File: config.mk
export PLATFORM = sky130hd
export DESIGN_NAME = cpu_core
export DESIGN_NICKNAME = d
export VERILOG_FILES = /design/src/hw/cpu_pkg.sv /design/src/hw/cpu_core.sv /design/src/hw/result_stage.sv /design/src/hw/execute_stage.sv /design/src/hw/decode_stage.sv
export VERILOG_INCLUDE_DIRS = /design/src /design/src/hw
export SDC_FILE = /design/constraint.sdc
export NUM_CORES = 2
export LEC_CHECK = 0
export BUFFER_PORTS_ARGS = -buffer_cell sky130_fd_sc_hd__buf_4
export CAP_MARGIN = 20
export CORE_MARGIN = 2
export CORE_UTILIZATION = 50
export DETAILED_ROUTE_END_ITERATION = 12
export PLACE_DENSITY = 0.73
export SLEW_MARGIN = 20
export SYNTH_ARGS = -nofsm -noshare
export SYNTH_HDL_FRONTEND = slang
export SYNTH_SLANG_ARGS = --single-unit
File: constraint.sdc
create_clock -name clk -period 5.6 [get_ports clk]
set_input_delay 0.56 -clock clk [delete_from_list [all_inputs] [get_ports clk]]
set_output_delay 0.56 -clock clk [all_outputs]
set_load 0.01 [all_outputs]
File: src/hw/cpu_defs.svh
`ifndef CPU_DEFS_SVH
`define CPU_DEFS_SVH

// architectural widths
`define WORD_W     32
`define REG_ADDR_W 5
`define REG_COUNT  32
`define IMM_W      16
`define OPCODE_W   6
`define FUNCT_W    6
`define SHAMT_W    5

// supported opcodes
`define OP_SPECIAL 6'h00
`define OP_ADDI    6'h08
`define OP_SLTI    6'h0a
`define OP_ANDI    6'h0c
`define OP_ORI     6'h0d
`define OP_XORI    6'h0e
`define OP_LUI     6'h0f

// R-type function codes
`define FN_ADD     6'h20
`define FN_SUB     6'h22
`define FN_AND     6'h24
`define FN_OR      6'h25
`define FN_XOR     6'h26
`define FN_SLT     6'h2a

`endif
File: src/hw/cpu_pkg.sv
`default_nettype none

`include "cpu_defs.svh"

package cpu_pkg;

    // register-register layout
    typedef struct packed {
        logic [`OPCODE_W-1:0]   opcode;
        logic [`REG_ADDR_W-1:0] rs;
        logic [`REG_ADDR_W-1:0] rt;
        logic [`REG_ADDR_W-1:0] rd;
        logic [`SHAMT_W-1:0]    shamt;
        logic [`FUNCT_W-1:0]    funct;
    } r_fields_t;

    // register-immediate layout
    typedef struct packed {
        logic [`OPCODE_W-1:0]   opcode;
        logic [`REG_ADDR_W-1:0] rs;
        logic [`REG_ADDR_W-1:0] rt;
        logic [`IMM_W-1:0]      imm;
    } i_fields_t;

    // one instruction word, two readings
    typedef union packed {
        r_fields_t r;
        i_fields_t i;
    } instr_t;

    typedef enum logic [2:0] {
        ALU_ADD,
        ALU_SUB,
        ALU_AND,
        ALU_OR,
        ALU_XOR,
        ALU_SLT,
        ALU_LUI
    } alu_op_t;

endpackage

`default_nettype wire

File: src/hw/cpu_core.sv
`timescale 1ns/1ps
`default_nettype none

`include "cpu_defs.svh"

module cpu_core import cpu_pkg::*; (
    input  wire logic                   clk,
    input  wire logic                   reset,
    input  wire logic                   instr_valid,
    input  wire instr_t                 instr_word,
    input  wire logic                   wb_ready,
    output logic                        instr_ready,
    output logic                        wb_valid,
    output logic [`REG_ADDR_W-1:0]      wb_index,
    output logic [`WORD_W-1:0]          wb_value
);

    // decode to execute
    logic                   d_valid;
    alu_op_t                d_alu_op;
    logic [`REG_ADDR_W-1:0] d_rs;
    logic [`REG_ADDR_W-1:0] d_rt;
    logic [`REG_ADDR_W-1:0] d_dest;
    logic                   d_use_imm;
    logic [`WORD_W-1:0]     d_imm;
    logic                   e_ready;

    // execute to result
    logic                   e_valid;
    logic [`REG_ADDR_W-1:0] e_dest;
    logic [`WORD_W-1:0]     e_value;
    logic                   r_ready;

    // register reads
    logic [`REG_ADDR_W-1:0] rd_index_a;
    logic [`REG_ADDR_W-1:0] rd_index_b;
    logic [`WORD_W-1:0]     rd_value_a;
    logic [`WORD_W-1:0]     rd_value_b;

    decode_stage u_decode_stage (
        .clk         (clk),
        .reset       (reset),
        .instr_valid (instr_valid),
        .instr_word  (instr_word),
        .e_ready     (e_ready),
        .instr_ready (instr_ready),
        .d_valid     (d_valid),
        .d_alu_op    (d_alu_op),
        .d_rs        (d_rs),
        .d_rt        (d_rt),
        .d_dest      (d_dest),
        .d_use_imm   (d_use_imm),
        .d_imm       (d_imm)
    );

    execute_stage u_execute_stage (
        .clk        (clk),
        .reset      (reset),
        .d_valid    (d_valid),
        .d_alu_op   (d_alu_op),
        .d_rs       (d_rs),
        .d_rt       (d_rt),
        .d_dest     (d_dest),
        .d_use_imm  (d_use_imm),
        .d_imm      (d_imm),
        .r_ready    (r_ready),
        .rd_value_a (rd_value_a),
        .rd_value_b (rd_value_b),
        .e_ready    (e_ready),
        .rd_index_a (rd_index_a),
        .rd_index_b (rd_index_b),
        .e_valid    (e_valid),
        .e_dest     (e_dest),
        .e_value    (e_value)
    );

    result_stage u_result_stage (
        .clk        (clk),
        .reset      (reset),
        .e_valid    (e_valid),
        .e_dest     (e_dest),
        .e_value    (e_value),
        .rd_index_a (rd_index_a),
        .rd_index_b (rd_index_b),
        .wb_ready   (wb_ready),
        .r_ready    (r_ready),
        .rd_value_a (rd_value_a),
        .rd_value_b (rd_value_b),
        .wb_valid   (wb_valid),
        .wb_index   (wb_index),
        .wb_value   (wb_value)
    );

endmodule

`default_nettype wire

File: src/hw/result_stage.sv
`timescale 1ns/1ps
`default_nettype none

`include "cpu_defs.svh"

module result_stage (
    input  wire logic                   clk,
    input  wire logic                   reset,
    input  wire logic                   e_valid,
    input  wire logic [`REG_ADDR_W-1:0] e_dest,
    input  wire logic [`WORD_W-1:0]     e_value,
    input  wire logic [`REG_ADDR_W-1:0] rd_index_a,
    input  wire logic [`REG_ADDR_W-1:0] rd_index_b,
    input  wire logic                   wb_ready,
    output logic                        r_ready,
    output logic [`WORD_W-1:0]          rd_value_a,
    output logic [`WORD_W-1:0]          rd_value_b,
    output logic                        wb_valid,
    output logic [`REG_ADDR_W-1:0]      wb_index,
    output logic [`WORD_W-1:0]          wb_value
);

    logic [`WORD_W-1:0] regs [`REG_COUNT];
    logic               wb_take;
    logic               pend_a;
    logic               pend_b;

    assign r_ready = !wb_valid || wb_ready;
    assign wb_take = wb_valid && wb_ready;

    // pending record not yet in the file
    assign pend_a = wb_valid && (wb_index == rd_index_a) && (wb_index != '0);
    assign pend_b = wb_valid && (wb_index == rd_index_b) && (wb_index != '0);

    assign rd_value_a = pend_a ? wb_value : regs[rd_index_a];
    assign rd_value_b = pend_b ? wb_value : regs[rd_index_b];

    always_ff @(posedge clk) begin
        if (reset) begin
            for (int i = 0; i < `REG_COUNT; i++) begin
                regs[i] <= '0;
            end
        end else if (wb_take && (wb_index != '0)) begin
            regs[wb_index] <= wb_value;
        end
    end

    // output register
    always_ff @(posedge clk) begin
        if (reset) begin
            wb_valid <= 1'b0;
        end else if (r_ready) begin
            wb_valid <= e_valid;
        end
    end

    always_ff @(posedge clk) begin
        if (r_ready && e_valid) begin
            wb_index <= e_dest;
            wb_value <= e_value;
        end
    end

    a_wb_hold: assert property (@(posedge clk) disable iff (reset)
        wb_valid && !wb_ready |=> wb_valid && $stable(wb_index) && $stable(wb_value));

    // both read ports, bypass included
    a_zero_reg: assert property (@(posedge clk) disable iff (reset)
        ((rd_index_a != '0) || (rd_value_a == '0)) &&
        ((rd_index_b != '0) || (rd_value_b == '0)));

endmodule

`default_nettype wire

File: src/hw/execute_stage.sv
`timescale 1ns/1ps
`default_nettype none

`include "cpu_defs.svh"

module execute_stage import cpu_pkg::*; (
    input  wire logic                   clk,
    input  wire logic                   reset,
    input  wire logic                   d_valid,
    input  wire alu_op_t                d_alu_op,
    input  wire logic [`REG_ADDR_W-1:0] d_rs,
    input  wire logic [`REG_ADDR_W-1:0] d_rt,
    input  wire logic [`REG_ADDR_W-1:0] d_dest,
    input  wire logic                   d_use_imm,
    input  wire logic [`WORD_W-1:0]     d_imm,
    input  wire logic                   r_ready,
    input  wire logic [`WORD_W-1:0]     rd_value_a,
    input  wire logic [`WORD_W-1:0]     rd_value_b,
    output logic                        e_ready,
    output logic [`REG_ADDR_W-1:0]      rd_index_a,
    output logic [`REG_ADDR_W-1:0]      rd_index_b,
    output logic                        e_valid,
    output logic [`REG_ADDR_W-1:0]      e_dest,
    output logic [`WORD_W-1:0]          e_value
);

    logic               fwd_a;
    logic               fwd_b;
    logic [`WORD_W-1:0] op_a;
    logic [`WORD_W-1:0] reg_b;
    logic [`WORD_W-1:0] op_b;
    logic [`WORD_W-1:0] alu_result;

    assign e_ready    = !e_valid || r_ready;
    assign rd_index_a = d_rs;
    assign rd_index_b = d_rt;

    // own result is the youngest, wins over the result stage bypass
    assign fwd_a = e_valid && (e_dest == d_rs) && (d_rs != '0);
    assign fwd_b = e_valid && (e_dest == d_rt) && (d_rt != '0);

    assign op_a  = fwd_a ? e_value : rd_value_a;
    assign reg_b = fwd_b ? e_value : rd_value_b;
    assign op_b  = d_use_imm ? d_imm : reg_b;

    always_comb begin
        case (d_alu_op)
            ALU_ADD: alu_result = op_a + op_b;
            ALU_SUB: alu_result = op_a - op_b;
            ALU_AND: alu_result = op_a & op_b;
            ALU_OR:  alu_result = op_a | op_b;
            ALU_XOR: alu_result = op_a ^ op_b;
            ALU_SLT: alu_result = {{(`WORD_W-1){1'b0}}, $signed(op_a) < $signed(op_b)};
            // immediate already shifted up in decode
            ALU_LUI: alu_result = op_b;
            default: alu_result = '0;
        endcase
    end

    always_ff @(posedge clk) begin
        if (reset) begin
            e_valid <= 1'b0;
        end else if (e_ready) begin
            e_valid <= d_valid;
        end
    end

    always_ff @(posedge clk) begin
        if (e_ready && d_valid) begin
            e_dest  <= d_dest;
            e_value <= alu_result;
        end
    end

    a_hold_on_stall: assert property (@(posedge clk) disable iff (reset)
        e_valid && !r_ready |=> e_valid && $stable(e_dest) && $stable(e_value));

endmodule

`default_nettype wire

File: src/hw/decode_stage.sv
`timescale 1ns/1ps
`default_nettype none

`include "cpu_defs.svh"

module decode_stage import cpu_pkg::*; (
    input  wire logic                   clk,
    input  wire logic                   reset,
    input  wire logic                   instr_valid,
    input  wire instr_t                 instr_word,
    input  wire logic                   e_ready,
    output logic                        instr_ready,
    output logic                        d_valid,
    output alu_op_t                     d_alu_op,
    output logic [`REG_ADDR_W-1:0]      d_rs,
    output logic [`REG_ADDR_W-1:0]      d_rt,
    output logic [`REG_ADDR_W-1:0]      d_dest,
    output logic                        d_use_imm,
    output logic [`WORD_W-1:0]          d_imm
);

    logic                   dec_legal;
    alu_op_t                dec_alu_op;
    logic                   dec_use_imm;
    logic [`REG_ADDR_W-1:0] dec_rs;
    logic [`REG_ADDR_W-1:0] dec_rt;
    logic [`REG_ADDR_W-1:0] dec_dest;
    logic [`WORD_W-1:0]     dec_imm;
    logic [`WORD_W-1:0]     imm_sext;
    logic [`WORD_W-1:0]     imm_zext;
    logic [`WORD_W-1:0]     imm_upper;
    logic                   accept;

    assign instr_ready = !d_valid || e_ready;
    assign accept      = instr_valid && instr_ready;

    assign imm_sext  = {{(`WORD_W-`IMM_W){instr_word.i.imm[`IMM_W-1]}}, instr_word.i.imm};
    assign imm_zext  = {{(`WORD_W-`IMM_W){1'b0}}, instr_word.i.imm};
    assign imm_upper = {instr_word.i.imm, {(`WORD_W-`IMM_W){1'b0}}};

    always_comb begin
        // I-type view by default
        dec_legal   = 1'b1;
        dec_alu_op  = ALU_ADD;
        dec_use_imm = 1'b1;
        dec_rs      = instr_word.i.rs;
        dec_rt      = instr_word.i.rt;
        dec_dest    = instr_word.i.rt;
        dec_imm     = imm_sext;
        if (instr_word.r.opcode == `OP_SPECIAL) begin
            dec_use_imm = 1'b0;
            dec_dest    = instr_word.r.rd;
            case (instr_word.r.funct)
                `FN_ADD: dec_alu_op = ALU_ADD;
                `FN_SUB: dec_alu_op = ALU_SUB;
                `FN_AND: dec_alu_op = ALU_AND;
                `FN_OR:  dec_alu_op = ALU_OR;
                `FN_XOR: dec_alu_op = ALU_XOR;
                `FN_SLT: dec_alu_op = ALU_SLT;
                default: dec_legal  = 1'b0;
            endcase
        end else begin
            case (instr_word.i.opcode)
                `OP_ADDI: dec_alu_op = ALU_ADD;
                `OP_SLTI: dec_alu_op = ALU_SLT;
                `OP_ANDI: begin
                    dec_alu_op = ALU_AND;
                    dec_imm    = imm_zext;
                end
                `OP_ORI: begin
                    dec_alu_op = ALU_OR;
                    dec_imm    = imm_zext;
                end
                `OP_XORI: begin
                    dec_alu_op = ALU_XOR;
                    dec_imm    = imm_zext;
                end
                `OP_LUI: begin
                    dec_alu_op = ALU_LUI;
                    dec_imm    = imm_upper;
                end
                default: dec_legal = 1'b0;
            endcase
        end
    end

    // illegal words are taken but never become valid
    always_ff @(posedge clk) begin
        if (reset) begin
            d_valid <= 1'b0;
        end else if (instr_ready) begin
            d_valid <= accept && dec_legal;
        end
    end

    always_ff @(posedge clk) begin
        if (accept) begin
            d_alu_op  <= dec_alu_op;
            d_use_imm <= dec_use_imm;
            d_rs      <= dec_rs;
            d_rt      <= dec_rt;
            d_dest    <= dec_dest;
            d_imm     <= dec_imm;
        end
    end

    a_dest_known: assert property (@(posedge clk) disable iff (reset)
        d_valid |-> !$isunknown(d_dest));

endmodule

`default_nettype wire

==> results.cfg <==
[run_status]
outcome = complete, no violations

[sta]
fmax_mhz = 180
fin_crit_ns = 5.56
slew_headroom = 0.218
setup_viol = 0
final_max_slew_viol_count = 0
worst_slew_pin_slew_ns = 1.17
rsz0062_at_grt = yes
fin_worst_skew_ns = 0.0263
min_period_over_period = 0.992
hold_viol_final = 0

[place]
place_hpwl_um = 139000
port_buffers = 74
gp_congestion = 0.957
place_area_mm2 = 0.0708

[synth]
ys_types = 83
yosys_warnings = 0
syn_inst = 4627
synth_seq_cells = 1162
synth_top_area_cell = edfxtp_1
synth.area.top_cells = edfxtp_1, mux4_2, and2_1, ha_1, clkbuf_1
synth.cell_area_mm2 = 0.0661
synth_ff_type = edfxtp_1
synth_top_area_share = 0.522
synth.avg_cell_area_um2 = 14.3
seq_area_frac_synth = 0.526
async_flop_share = 0
synth_enable_flop_cells = 1149

[worst_hold_path]
whs_path_depth = 2
holdPathEnd = u_decode_stage.d_imm[23]$_DFFE_PP_
hold_path.class = in -> reg
min_from = instr_word[7]

[worst_setup_path]
rr_worst_depth = 19
slowest_delay_ns = 0.62
crit_chain = buf_12, buf_16, mux4_2, mux4_2, mux2i_1, nor2_1, a21oi_1, o21ai_0, buf_4, ha_1, a21oi_1, o31ai_1, a221oi_2, o211ai_1, a221oi_2, o41ai_2, a221o_1, a221o_1, a21bo_2
critPathTopFamily = compound AO/OA/AOI/OAI gates
crit_required_ns = 6.14
end_kind = flop
cp-start-kind = flop
critPathMaxFanout = 21
slowest_stage = mux4_2
crit_arrival_ns = 6.09
critical_path_class = reg -> reg
r2r_setup_slack_ns = 0.04
cp_num_buf_inv = 3
regToRegEndpoint = u_execute_stage.e_value[29]$_DFFE_PP_

[clock_network]
cts_max_path_buffers = 3
clk_pin_slew_worst_paths_ns = 0.07
cts_inserted_buffers = 131
cts_tree = yes
htreeDepth = 4
cts_sinks = 1162
clkLatencyLatePin_ns = 0.78
root_buffer = clkbuf_16

[die]
io_pins = 75
initial_core_util = 0.504
die-area_mm2 = 0.135
core_mm2 = 0.131
num_rows = 133
die_x_um = 368
die_h_um = 368

[global_route]
grt_pass1_wl_um = 318000
grt_pass1_vias = 44858
antenna_found_initial = 16
grt_max_degree = 65
grt.total_usage = 0.329
grt_overflow_total = 0

[routing]
vias = 45178
dr.pass1.iters = 6
drc_errors = 0
post_drt_wl_per_cell_um = 33.5
drtIter0Drc = 7606
finalWirelength_um = 224000
ant_nets = 0
viasPerCell = 6.75

[layout]
finalNetCount = 4972
drive_above_1_share = 0.291
n_fill_cell = 9903
design_area_mm2 = 0.0753
postLayoutCoreUtil = 0.574
area_growth_pct = 13.9

[power_and_ir_drop]
p_leak_nw = 27.6
peakVddDrop_mv = 0.230
p_per_area_mw_per_mm2 = 317

[run]
drv_cap = 0
-- timing repair --
item | in CTS | in global routing
hold buffers | 10 | 0
endpoints found under the hold margin | 11 | 0
resized for setup | 0 | 38
setup buffers | 0 | 13
endpoints found under the setup margin | 0 | 14
-- where the power goes --
group | internal [mW] | total, mW | leakage (nW) | switching [mW]
Clock | 4.68 | 8.42 | 2.00 | 3.74
Sequential | 9.89 | 10.1 | 11.8 | 0.228
Combinational | 2.41 | 5.33 | 13.8 | 2.92
-- worst register-to-register path, cell delays in order (launching register included) --
cell	delay, ns
dfxtp_4	0.37
buf_12	0.18
buf_16	0.23
mux4_2	0.55
mux4_2	0.62
mux2i_1	0.29
nor2_1	0.07
a21oi_1	0.23
o21ai_0	0.16
buf_4	0.17
ha_1	0.21
a21oi_1	0.19
o31ai_1	0.13
a221oi_2	0.31
o211ai_1	0.25
a221oi_2	0.39
o41ai_2	0.13
a221o_1	0.33
a221o_1	0.30
a21bo_2	0.21
-- flip-flops by register name (all words and copies together), names as in the netlist, named ones only --
name and flops:
u_decode_stage.d_rt 5, u_result_stage.wb_index 5, u_execute_stage.e_value 32, u_decode_stage.d_imm 32, u_decode_stage.d_use_imm 1, u_result_stage.regs 1024
u_execute_stage.e_valid 1, u_result_stage.wb_value 32, u_result_stage.wb_valid 1, u_decode_stage.d_rs 5, u_decode_stage.d_dest 5, u_execute_stage.e_dest 5
u_decode_stage.d_valid 1, u_decode_stage.d_alu_op 3
-- logic make-up (layout without fill, tap and decap cells) --
group / after synthesis / count (layout) / synth area share
buffers and inverters: 544 / 818 / 0.0346
adder cells (fa/ha/maj): 106 / 106 / 0.0203
flip-flops: 1162 / 1162 / 0.526
AND/OR/NAND/NOR: 1538 / 1538 / 0.133
AO/OA/AOI/OAI: 518 / 518 / 0.0512
multiplexers: 726 / 726 / 0.231
other: 1 / 34 / 0.0000567
XOR/XNOR: 32 / 32 / 0.00424
-- routing by layer --
layer	vias to the layer above	track usage	part of all wire
li1	18091	-	-
met1	22622	0.409	0.34
met2	3626	0.513	0.46
met3	827	0.0988	0.14
met4	12	0.190	0.068
met5	-	0	0.00031
-- cell type report --
type / instances / area [um2] / share of cell area
repair buffers: 481 / 4230 / 0.0562
clock inverters: 70 / 648 / 0.00860
well taps: 1755 / 2200 / 0.0292
flip-flops and latches: 1162 / 34800 / 0.462
inverters: 102 / 384 / 0.00510
multi-input cells: 2952 / 29600 / 0.393
diodes: 2 / 5.00 / 0.0000664
clock buffers: 165 / 3470 / 0.0460
-- per-stage QoR --
stage                     instances  hold WS [ns]  total power [mW]  worst slack [ns]  TNS [ns]
after floorplan                4658         0.400              13.4           0.00528         0
after global placement         6426         0.404              15.3            0.0302         0
after detailed placement       6426         0.406              15.3           0.00774         0
after CTS                      6671        0.0318              23.6            0.0109         0
after global routing           6687        0.0568              24.5           -0.0546   -0.0986
final                          6689        0.0701              23.9            0.0444         0
-- cell usage after synthesis, types with 29 or more instances --
master       n
ha_1       104
edfxtp_1  1149
inv_1      102
o21ai_0    126
nor2_1     191
nor2b_1     35
a21oi_1    137
clkbuf_1   327
or2_2       41
mux2i_1     64
mux4_2     626
nand3_1     30
mux2_2      29
buf_2       66
and2_1     997
nand2_1    125
nor3_1      30
-- layout by cell type (no fill, tap or decap), types with 13 or more instances in the layout --
master / Yosys / final
edfxtp_1: 1149 / 1149
o21ai_0: 126 / 123
xnor2_1: 24 / 24
clkbuf_1: 327 / 30
a21oi_1: 137 / 134
nand3_1: 30 / 30
conb_1: 1 / 32
nand2_1: 125 / 125
nor3_1: 30 / 27
or2_2: 41 / 34
nor2_4: 0 / 31
inv_1: 102 / 101
buf_12: 0 / 36
o21bai_1: 14 / 13
mux4_2: 626 / 626
buf_4: 16 / 425
clkinv_2: 0 / 23
a21o_1: 27 / 27
o211ai_1: 21 / 21
mux2_2: 29 / 29
or3_1: 13 / 13
nand2b_1: 19 / 19
clkbuf_16: 0 / 136
and2_1: 997 / 997
clkinv_1: 0 / 24
mux2i_1: 64 / 61
nor2_1: 191 / 160
nor4_1: 16 / 13
ha_1: 104 / 102
a211oi_1: 25 / 23
o22ai_1: 22 / 22
nor2b_1: 35 / 34
-- worst max path at each step --
stage               from                               endpoint  slack, ns  cells after the start
floorplan           flop  u_execute_stage.e_value[20]$_DFFE_PP_      0.005                     22
global placement    flop  u_execute_stage.e_value[27]$_DFFE_PP_       0.03                     18
CTS                 flop  u_execute_stage.e_value[27]$_DFFE_PP_       0.01                     18
detailed placement  flop  u_execute_stage.e_value[27]$_DFFE_PP_      0.008                     18
finish              flop  u_execute_stage.e_value[29]$_DFFE_PP_       0.04                     19
global route        flop  u_execute_stage.e_value[29]$_DFFE_PP_      -0.05                     17
(Power assumes the default switching activity.)
